$ cat src/verilog/fptosi_pkg.sv
package fptosi_pkg;

    // ----------------------------------------------------------------------
    // Word and IEEE-754 single-precision field sizes
    // ----------------------------------------------------------------------

    // Data word on both channels
    localparam int WIDTH = 32;

    // Exponent and fraction fields
    localparam int EXP_W  = 8;
    localparam int FRAC_W = 23;

    // Exponent bias for single precision
    localparam int EXP_BIAS = 127;

    // Largest unbiased exponent whose magnitude still fits a signed word
    localparam int MAX_EXP = 30;

    // Signed mantissa shift, covers -23 up to +7
    localparam int SHIFT_W = 6;

    // ----------------------------------------------------------------------
    // Pipeline timing
    // ----------------------------------------------------------------------

    // Enabled data stages between converter and output buffer
    localparam int PIPE_STAGES = 4;

    // Accept to outs_valid, counted in rising edges, no back-pressure
    localparam int LATENCY = PIPE_STAGES + 1;

    // ----------------------------------------------------------------------
    // Saturation results
    // ----------------------------------------------------------------------
    localparam logic [WIDTH-1:0] INT_MAX = 32'h7FFF_FFFF;
    localparam logic [WIDTH-1:0] INT_MIN = 32'h8000_0000;

    // Operand class, decides the conversion path
    typedef enum logic [1:0] {
        CLS_ZERO,       // exact zero of either sign
        CLS_FRACTION,   // subnormal or magnitude below one
        CLS_NORMAL,     // in-range, needs the mantissa shift
        CLS_SATURATE    // too large, infinity or NaN
    } conv_class_e;

endpackage
$ cat src/verilog/fptosi.sv
module fptosi (
    input  logic                         clk,
    input  logic                         rst,
    input  logic [fptosi_pkg::WIDTH-1:0] ins,
    input  logic                         ins_valid,
    output logic                         ins_ready,
    output logic [fptosi_pkg::WIDTH-1:0] outs,
    output logic                         outs_valid,
    input  logic                         outs_ready
);

    // ----------------------------------------------------------------------
    // Combinational unpack and convert
    // ----------------------------------------------------------------------
    logic                                  sign;
    fptosi_pkg::conv_class_e               conv_class;
    logic [fptosi_pkg::FRAC_W:0]           mantissa;
    logic signed [fptosi_pkg::SHIFT_W-1:0] shift;
    logic [fptosi_pkg::WIDTH-1:0]          converted;

    // Pipeline control
    logic                                  advance;
    logic                                  last_valid;

    // Data stages with index 0 nearest the converter
    logic [fptosi_pkg::WIDTH-1:0]          stage_q [fptosi_pkg::PIPE_STAGES];

    fp_unpack u_unpack (
        .ins        (ins),
        .sign       (sign),
        .conv_class (conv_class),
        .mantissa   (mantissa),
        .shift      (shift)
    );

    fp_int_convert u_convert (
        .sign       (sign),
        .conv_class (conv_class),
        .mantissa   (mantissa),
        .shift      (shift),
        .converted  (converted)
    );

    // ----------------------------------------------------------------------
    // Enabled data stages
    // ----------------------------------------------------------------------
    always_ff @(posedge clk) begin
        if (rst) begin
            for (int i = 0; i < fptosi_pkg::PIPE_STAGES; i++) begin
                stage_q[i] <= '0;
            end
        end else if (advance) begin
            // All stages move together, bubbles included
            stage_q[0] <= converted;
            for (int i = 1; i < fptosi_pkg::PIPE_STAGES; i++) begin
                stage_q[i] <= stage_q[i-1];
            end
        end
    end

    // Valid line beside the data stages
    delay_buffer #(
        .SIZE (fptosi_pkg::PIPE_STAGES)
    ) u_valid_line (
        .clk       (clk),
        .rst       (rst),
        .valid_in  (ins_valid),
        .ready_in  (advance),
        .valid_out (last_valid)
    );

    // ----------------------------------------------------------------------
    // Output buffer
    // ----------------------------------------------------------------------
    oehb u_out_buf (
        .clk        (clk),
        .rst        (rst),
        .ins        (stage_q[fptosi_pkg::PIPE_STAGES-1]),
        .ins_valid  (last_valid),
        .ins_ready  (advance),
        .outs       (outs),
        .outs_valid (outs_valid),
        .outs_ready (outs_ready)
    );

    // Whole pipeline stalls with the buffer
    assign ins_ready = advance;

    // ----------------------------------------------------------------------
    // Checks
    // ----------------------------------------------------------------------

    // Handshake must be driven once out of reset
    valid_known_a: assert property (
        @(posedge clk) disable iff (rst)
        !$isunknown(ins_valid)
    ) else $error("fptosi: ins_valid unknown");

endmodule

$ cat src/verilog/oehb.sv
module oehb (
    input  logic                         clk,
    input  logic                         rst,
    input  logic [fptosi_pkg::WIDTH-1:0] ins,
    input  logic                         ins_valid,
    output logic                         ins_ready,
    output logic [fptosi_pkg::WIDTH-1:0] outs,
    output logic                         outs_valid,
    input  logic                         outs_ready
);

    // ----------------------------------------------------------------------
    // Storage
    // ----------------------------------------------------------------------

    // One entry plus occupancy
    logic                         full;
    logic [fptosi_pkg::WIDTH-1:0] data_q;

    // Room when empty, or when the held entry leaves this cycle
    assign ins_ready = !full || outs_ready;

    // Occupancy
    always_ff @(posedge clk) begin
        if (rst) begin
            full <= 1'b0;
        end else if (ins_ready) begin
            // Reload or drain in one step
            full <= ins_valid;
        end
    end

    // Payload only written on an accepted item
    always_ff @(posedge clk) begin
        if (ins_valid && ins_ready) begin
            data_q <= ins;
        end
    end

    assign outs       = data_q;
    assign outs_valid = full;

    // ----------------------------------------------------------------------
    // Checks
    // ----------------------------------------------------------------------

    // Offered result stays put until taken
    stall_stable_a: assert property (
        @(posedge clk) disable iff (rst)
        (outs_valid && !outs_ready) |=> (outs_valid && $stable(outs))
    ) else $error("oehb: output changed under back-pressure");

endmodule

$ cat src/verilog/delay_buffer.sv
module delay_buffer #(
    parameter int SIZE = fptosi_pkg::PIPE_STAGES
) (
    input  logic clk,
    input  logic rst,
    input  logic valid_in,
    input  logic ready_in,
    output logic valid_out
);

    // ----------------------------------------------------------------------
    // Valid shift register
    // ----------------------------------------------------------------------

    // Bit i follows data stage i
    logic [SIZE-1:0] valid_sr;

    always_ff @(posedge clk) begin
        if (rst) begin
            valid_sr <= '0;
        end else if (ready_in) begin
            // Bubbles move too, whole line shifts as one
            valid_sr[0] <= valid_in;
            for (int i = 1; i < SIZE; i++) begin
                valid_sr[i] <= valid_sr[i-1];
            end
        end
    end

    // Last stage feeds the output buffer
    assign valid_out = valid_sr[SIZE-1];

    // Stalled line must not move
    hold_on_stall_a: assert property (
        @(posedge clk) disable iff (rst)
        !ready_in |=> $stable(valid_out)
    ) else $error("delay_buffer: valid_out moved while stalled");

endmodule

$ cat src/verilog/fp_int_convert.sv
module fp_int_convert (
    input  logic                                  sign,
    input  fptosi_pkg::conv_class_e               conv_class,
    input  logic [fptosi_pkg::FRAC_W:0]           mantissa,
    input  logic signed [fptosi_pkg::SHIFT_W-1:0] shift,
    output logic [fptosi_pkg::WIDTH-1:0]          converted
);

    // ----------------------------------------------------------------------
    // Mantissa alignment
    // ----------------------------------------------------------------------

    // Mantissa widened to the result word
    logic [fptosi_pkg::WIDTH-1:0]   mant_ext;

    // Shift distance without sign
    logic [fptosi_pkg::SHIFT_W-1:0] shift_mag;

    // Unsigned integer part before the sign is applied
    logic [fptosi_pkg::WIDTH-1:0]   magnitude;

    assign mant_ext = {{(fptosi_pkg::WIDTH - fptosi_pkg::FRAC_W - 1){1'b0}}, mantissa};

    // Negative shift means right shift by its magnitude
    assign shift_mag = shift[fptosi_pkg::SHIFT_W-1] ? $unsigned(-shift)
                                                     : $unsigned(shift);

    // Right shift drops fraction bits, which is the truncation
    // Left shift stops at +7 so bit 31 stays clear
    assign magnitude = shift[fptosi_pkg::SHIFT_W-1] ? (mant_ext >> shift_mag)
                                                     : (mant_ext << shift_mag);

    // ----------------------------------------------------------------------
    // Result select
    // ----------------------------------------------------------------------
    always_comb begin
        case (conv_class)
            fptosi_pkg::CLS_ZERO,
            fptosi_pkg::CLS_FRACTION: begin
                // Truncates to zero, sign dropped
                converted = '0;
            end
            fptosi_pkg::CLS_SATURATE: begin
                // Clamp by sign bit, NaN included
                converted = sign ? fptosi_pkg::INT_MIN : fptosi_pkg::INT_MAX;
            end
            fptosi_pkg::CLS_NORMAL: begin
                // Two's complement negate
                converted = sign ? (~magnitude + 1'b1) : magnitude;
            end
            default: begin
                converted = '0;
            end
        endcase
    end

endmodule

$ cat src/verilog/fp_unpack.sv
module fp_unpack (
    input  logic [fptosi_pkg::WIDTH-1:0]          ins,
    output logic                                  sign,
    output fptosi_pkg::conv_class_e               conv_class,
    output logic [fptosi_pkg::FRAC_W:0]           mantissa,
    output logic signed [fptosi_pkg::SHIFT_W-1:0] shift
);

    // ----------------------------------------------------------------------
    // Field split
    // ----------------------------------------------------------------------
    logic [fptosi_pkg::EXP_W-1:0]         exp_field;
    logic [fptosi_pkg::FRAC_W-1:0]        frac_field;

    // Two guard bits so -127 .. +128 fits signed
    logic signed [fptosi_pkg::EXP_W+1:0]  exp_unb;
    logic signed [fptosi_pkg::EXP_W+1:0]  shift_full;

    assign sign       = ins[fptosi_pkg::WIDTH-1];
    assign exp_field  = ins[fptosi_pkg::WIDTH-2 -: fptosi_pkg::EXP_W];
    assign frac_field = ins[fptosi_pkg::FRAC_W-1:0];

    // Unbiased exponent
    assign exp_unb = $signed({2'b00, exp_field})
                   - (fptosi_pkg::EXP_W + 2)'(fptosi_pkg::EXP_BIAS);

    // Hidden one only for nonzero exponent
    assign mantissa = {exp_field != '0, frac_field};

    // Positive means shift left, negative means shift right
    assign shift_full = exp_unb - (fptosi_pkg::EXP_W + 2)'(fptosi_pkg::FRAC_W);

    // ----------------------------------------------------------------------
    // Classification
    // ----------------------------------------------------------------------
    always_comb begin
        // Priority: zero, saturate, fraction, normal
        if (exp_field == '0 && frac_field == '0) begin
            conv_class = fptosi_pkg::CLS_ZERO;
        end else if (exp_unb > (fptosi_pkg::EXP_W + 2)'(fptosi_pkg::MAX_EXP)) begin
            // Also catches all-ones exponent, inf and NaN
            conv_class = fptosi_pkg::CLS_SATURATE;
        end else if (exp_unb < 0) begin
            // Subnormals land here with exponent -127
            conv_class = fptosi_pkg::CLS_FRACTION;
        end else begin
            conv_class = fptosi_pkg::CLS_NORMAL;
        end
    end

    // Shift only meaningful for the normal class, range -23 .. +7
    assign shift = (conv_class == fptosi_pkg::CLS_NORMAL)
                 ? $signed(shift_full[fptosi_pkg::SHIFT_W-1:0])
                 : '0;

    // Known operand must always yield a known class
    class_known_a: assert final ($isunknown(ins) || !$isunknown(conv_class))
        else $error("fp_unpack: unknown class for operand %h", ins);

endmodule

$ cat config.mk
export PLATFORM = sky130hd
export DESIGN_NAME = fptosi
export DESIGN_NICKNAME = d
export VERILOG_FILES = /design/src/verilog/fptosi_pkg.sv /design/src/verilog/fptosi.sv /design/src/verilog/oehb.sv /design/src/verilog/delay_buffer.sv /design/src/verilog/fp_int_convert.sv /design/src/verilog/fp_unpack.sv
export SDC_FILE = /design/constraint.sdc
export NUM_CORES = 1
export LEC_CHECK = 0
export ABC_AREA = 1
export ABC_CLOCK_PERIOD_IN_PS = 16000
export BUFFER_PORTS_ARGS = -buffer_cell sky130_fd_sc_hd__buf_4
export CAP_MARGIN = 10
export CORE_MARGIN = 4
export CORE_UTILIZATION = 60
export DETAILED_ROUTE_END_ITERATION = 8
export PLACE_DENSITY = 0.81
export SYNTH_ARGS = -nofsm -noshare
export SYNTH_HDL_FRONTEND = slang
export SYNTH_SLANG_ARGS = --single-unit
$ cat constraint.sdc
create_clock -name clk -period 16 [get_ports clk]
set_input_delay 3.2 -clock clk [delete_from_list [all_inputs] [get_ports clk]]
set_output_delay 3.2 -clock clk [all_outputs]
set_load 0.01 [all_outputs]
==> results of run 1 <==
-- registers in the layout, summed over array words and instances, names as in the netlist --
register               count
stage_q                  128
u_out_buf.outs            32
u_valid_line.valid_sr      4
u_out_buf.outs_valid       1
-- worst register-to-register path: cells and delay by family, from the launching register on --
kind / cells / cell delay (ps)
buffers and inverters: 3 / 1090
DFF: 1 / 320
and+or+nand+nor: 2 / 520
-- cell usage after synthesis, types with 3 or more instances --
cell type  instances
a21oi_1           63
a21oi_2            6
buf_2             22
buf_4             11
buf_6             11
clkbuf_1          26
clkinv_1           3
dfxtp_1            5
edfxtp_1         160
ha_1               7
inv_1            175
inv_2             13
nand2_1          420
nand2_2           21
nand2_4            6
nand3_1          232
nand3_2            6
nand4_1           19
nor2_1           161
nor2_2            10
nor2_4             8
nor4_1             3
o211ai_1           3
o21ai_0           40
o21ai_1           10
o22ai_1            3
or2_1              3
or2_2              3
xor2_1             3
-- cells by family after synthesis --
group                      share of synthesized area (%)
AOI/OAI and AO/OA                                   6.75
buffers and inverters                               10.7
xor gates and xnor gates                           0.321
and+or+nand+nor                                     36.5
adders and majority gates                          0.803
DFF                                                 44.9
-- metal layers --
metal  GRT usage [%]  vias to the layer above
li1                -                     4829
met1            33.5                     4421
met2            44.1                      376
met3            3.62                       81
met4            12.9                        0
met5               0                        -
-- stage by stage --
step           hold WS [ps]  instances  power (W)  setup WS [ps]  util (%)
3_5_place_dp            405       1702   0.000726           7300      63.3
5_1_grt                 426       1734    0.00118           7110      66.6
6_report                413       1734    0.00113           7660      66.6
4_1_cts                 416       1734    0.00113           7740      66.6
2_1_floorplan           400       1470   0.000673           8420         -
3_3_place_gp            400       1702   0.000723           7510      63.3
-- power by group --
part           leakage [nW]  internal, W  total (W)  switching, W
clock                 0.290     0.000211   0.000403      0.000191
combinational          3.23    0.0000685   0.000233      0.000165
sequential             1.89     0.000486   0.000490    0.00000413
-- worst paths after layout --
| path | cells after the start | slack, ps | from | endpoint |
|---|---|---|---|---|
| min | 0 | 410 | stage_q[3][4] | u_out_buf.outs[4] |
| max reg2reg | 5 | 13610 | u_out_buf.outs_valid | stage_q[2][20] |
| min reg2reg | 0 | 410 | stage_q[3][4] | u_out_buf.outs[4] |
| max | 32 | 7660 | ins[23] | stage_q[0][18] |
-- cell type report --
cell class	count	area share (%)
clock buffer	17	3.57
clock inverter	15	1.51
tap	229	2.40
sequential	165	41.1
inverter	192	6.07
timing repair buffer	75	4.72
multi-input combinational	1041	40.6
==> results by group, run 1 <==
Clock network
  • Clk root buf: clkbuf_16
  • Post-CTS sizing: 0
  • Number of buffers created by CTS: 17
  • CTS tree: done
  • Clk_lat worst skew: 430 ps
  • Hold_buf cts: 0
  • Clock Sinks: ~170
  • CTS max path bufs: 2
  • Post CTS Setup Buffer Count: 0
  • Clock Pin Slew Worst Setup and Hold Paths: 70 ps
  • H-Tree Depth: 4

Detailed routing
  • DR WL met3: about 1600 um
  • WL met1: 10900 um
  • Routed vias/inst: 5.60
  • Final ANT Viol Nets: 0
  • Drt drc: 0
  • Via count: 9707
  • Drt total wl: 26500 um
  • First-pass DRT Iterations: 6
  • Wire length on met2: between 10000 and 15000 um
  • Top Metal Used: met4
  • Routed wire per std cell: 15.3 um
  • Iteration-0 DRC Markers: roughly 900

Floorplan
  • Num ports: 70
  • Die Area: about 20000 um^2
  • Core Rows: 49
  • Die Width: roughly 140 um
  • Core Footprint: 17900 um^2
  • Initial core utilization: 61.0%
  • Die height: approximately 140 um

Yosys
  • Sequential fraction of the synthesis area: 44.9%
  • Yosys reg bits: 165
  • Ranking of synthesized cells by area: edfxtp_1 (44%), nand2_1 (14%), nand3_1 (11%), inv_1 (6.0%), nor2_1 (5.5%)
  • Cell area after synthesis: 10900 um^2
  • Synth Flop Type: edfxtp_1
  • Top cell type by total area after synthesis: edfxtp_1
  • Synth Instances: 1470
  • Top cell type's share of synthesized area: 44.0%
  • Synth cell types: 41
  • Post-synth EDFFs: 160
  • Syn Area/Cell: 7.42 um^2
  • Post-synth ARST share: 0%
  • Yosys warns: 0
  • Syn nets: approximately 1500

Worst setup path
  • Crit-path slowest cell: inv_2
  • Cell family with most CP delay: simple AND/OR/NAND/NOR gates
  • Critical path launch point type: primary input
  • Crit path arrival time: about 8500 ps
  • Buf+Inv Stages, Crit Path: 8
  • CP max stage delay: 500 ps
  • Critical path class: in2reg
  • Most frequent CP cell: nand3_1
  • Critical Path RT: 16140 ps
  • Crit path max fanout: 58
  • Crit path capture type: flip-flop

Final layout
  • Area delta synth->final: 9.32%
  • Final Instance Area: 11900 um^2
  • Share of cells above drive strength 1: 12.5%
  • Fillers: approximately 1600
  • Ant. Diodes: 0
  • Nets: between 1500 and 2000
  • Storage cell area: 4900 um^2
  • Multi-input logic area: around 4800 um^2
  • Commonest non-fill, non-tap cell in the layout: nand2_1
  • Most frequent cells in the layout: nand2_1 (420), nand3_1 (232), inv_1 (175), nor2_1 (160), edfxtp_1 (160)

STA
  • Final Hold Vio Count: 0
  • TNS Setup: 0 ps
  • Period minus WS final: 8340 ps
  • Slew margin rel.: 24.8%
  • Max Clock Freq: 120 MHz
  • Final setup viols: 0
  • Period utilization: 52.1%
  • Clock Skew: 12.4 ps
  • RSZ-0062 raised after global routing: false
  • Slew Viols, Final: 0
  • Worst-margin pin slew: 1130 ps

Placement
  • Post-DP HPWL: 18800 um
  • DP Area: 11300 um^2
  • Placer congestion estimate: 0.945
  • Port Buffers: 69

Global route
  • Gr usage total: about a quarter
  • Initial antenna violation count: 0
  • Largest net degree at the start of global routing: 94
  • GR Overflow Total: 0
  • Global-route wire length before repair: 42700 um
  • Number of global-route vias before repair: 8927

Run
  • Number of max-cap violations: 0

Run status
  • Run status: finished, final reports clean

Power and ir drop
  • Power Density: ~94 nW/um^2
  • Leakage: 5.41 nW
  • Max VDD drop: 0.0839 mV

Min path
  • Hold WC Path Type: reg2reg
Power figures use the tool's default switching activity.
==> run 2, diff against run 1 <==
--- a/config.mk
+++ b/config.mk
@@ -6,7 +6,7 @@
 export NUM_CORES = 1
 export LEC_CHECK = 0
 export ABC_AREA = 1
-export ABC_CLOCK_PERIOD_IN_PS = 16000
+export ABC_CLOCK_PERIOD_IN_PS = 8600
 export BUFFER_PORTS_ARGS = -buffer_cell sky130_fd_sc_hd__buf_4
 export CAP_MARGIN = 10
 export CORE_MARGIN = 4
==> constraint.sdc (replaced) <==
create_clock -name clk -period 8.6 [get_ports clk]
set_input_delay 1.72 -clock clk [delete_from_list [all_inputs] [get_ports clk]]
set_output_delay 1.72 -clock clk [all_outputs]
set_load 0.01 [all_outputs]
==> results by group, run 2 (synthesized netlist as in run 1, its figures left out) <==
Final layout
  • Max FFs per register: 128
  • Most frequent cells in the layout: nand2_1 (420), nand3_1 (232), inv_1 (175), nor2_1 (160), edfxtp_1 (160)
  • Share of cells above drive strength 1: about an eighth
  • Commonest non-fill, non-tap cell in the layout: nand2_1
  • Area delta synth->final: 9.66%
  • Fillers: 1523
  • Ant. Diodes: 0
  • Final core occ: 66.9%
  • Final Instance Area: 12000 um^2
  • Nets: 1537
  • Largest Register: stage_q

Floorplan
  • Die Width: roughly 140 um
  • Core Footprint: about 18000 um^2
  • Die Area: 20400 um^2
  • Num ports: 70
  • Die height: 143 um
  • Initial core utilization: 61.0%
  • Core Rows: 49

Clock network
  • H-Tree Depth: 4
  • Post CTS Setup Buffer Count: 0
  • Clk_lat worst skew: 430 ps
  • Post-CTS sizing: 0
  • Number of buffers created by CTS: 17
  • CTS max path bufs: 2
  • Clock Sinks: 165
  • Hold_buf cts: 0
  • Clk root buf: clkbuf_16
  • Clock Pin Slew Worst Setup and Hold Paths: 80 ps
  • CTS tree: done

STA
  • Max Clock Freq: approximately 160 MHz
  • Period minus WS final: 6250 ps
  • Worst-margin pin slew: about 1200 ps
  • Final setup viols: 0
  • Slew Viols, Final: 0
  • RSZ-0062 raised after global routing: false
  • WHS: around 420 ps
  • TNS Setup: 0 ps
  • Final Hold Vio Count: 0
  • Period utilization: approximately 73%
  • Slew margin rel.: ~22%
  • Clock Skew: 13.7 ps

Global route
  • GR Overflow Total: 0
  • Global-route wire length before repair: 42900 um
  • Gr usage total: a little over a quarter
  • Largest net degree at the start of global routing: 94
  • Initial antenna violation count: 0
  • Number of global-route vias before repair: 9059

Placement
  • Placer congestion estimate: around 0.99
  • DP Area: approximately 11000 um^2
  • Port Buffers: 69
  • Post-DP HPWL: 19100 um

Detailed routing
  • Via count: 9760
  • Top Metal Used: met4
  • Iteration-0 DRC Markers: 1043
  • First-pass DRT Iterations: 6
  • Drt drc: 0
  • Routed vias/inst: 5.62
  • Routed wire per std cell: about 16 um
  • WL met1: 10900 um
  • Final ANT Viol Nets: 0
  • DR WL met3: between 1500 and 2000 um
  • Drt total wl: 27000 um
  • Wire length on met2: 12900 um

Worst setup path
  • CP max stage delay: 420 ps
  • Crit-path slowest cell: nand2_4
  • Critical path class: in2reg
  • Critical path launch point type: primary input
  • Crit path max fanout: 51
  • Critical Path RT: 8750 ps
  • Most frequent CP cell: nand2_1
  • FF-to-FF path depth: 5
  • Critical R2R Launch: u_out_buf.outs_valid
  • Crit path arrival time: 6400 ps
  • Crit path capture type: flip-flop
  • Flop2flop setup slack: 6250 ps
  • R2r endpoint: stage_q[2][19]

Min path
  • WHS Endpoint: u_out_buf.outs[15]
  • Min-Delay Startpoint: stage_q[3][15]
  • Hold WC Path Type: reg2reg
  • Cell count of the worst hold path: 0

Power and ir drop
  • Leakage: about 5.4 nW
  • Power Density: between 150 and 200 nW/um^2
  • Max VDD drop: 0.162 mV
  • Pwr Total: 0.00211 W

Run
  • Number of max-cap violations: 0

Run status
  • Run status: finished, final reports clean
[run 2: cell types whose count changed in the layout (fill, tap and decap cells not counted), sizes merged]
cell    previous run  this run
buf               75        77
inv              196       194
clkinv            10        12
[run 2: final cells by class]
cell class	count	area (um^2)	share of cell area, %
clock buffer	17	425	3.55
clock inverter	15	203	1.69
inverter	192	724	6.05
multi-input combinational	1041	4850	40.5
sequential	165	4900	41.0
tap	229	287	2.39
timing repair buffer	77	578	4.83
[run 2: metal layers]
| metal | up-vias | GRT usage [%] |
|---|---|---|
| li1 | 4843 | - |
| met1 | 4397 | 32.6 |
| met2 | 428 | 44.6 |
| met3 | 92 | 3.92 |
| met4 | 0 | 14.5 |
| met5 | - | 0 |
[run 2: power breakdown]
group / internal [W] / switching (W)
clock network: 0.000398 / 0.000365
registers: 0.000904 / 0.00000787
logic: 0.000128 / 0.000310
[run 2: worst max-delay path by stage]
stage	from	slack [ps]	endpoint	cells past startpoint
after floorplan	outs_ready	2500	stage_q[0][0]	4
after global placement	ins[23]	2120	stage_q[0][22]	31
after detailed placement	ins[23]	1970	stage_q[0][22]	31
after CTS	ins[23]	2400	stage_q[0][26]	31
after global routing	ins[23]	1760	stage_q[0][26]	31
final	ins[23]	2350	stage_q[0][22]	31
[run 2: worst max-delay path, delay by kind of cell]
kind / cells / cell delay [ps]
compound gates: 3 / 470
buf+inv: 6 / 930
fa+ha+maj: 3 / 790
simple gates: 19 / 2460
[run 2: metrics by stage]
stage	cells	setup WS, ps
final	1736	2350
after global routing	1736	1760
after CTS	1736	2400
after detailed placement	1704	1970
after global placement	1704	2120
after floorplan	1470	2500
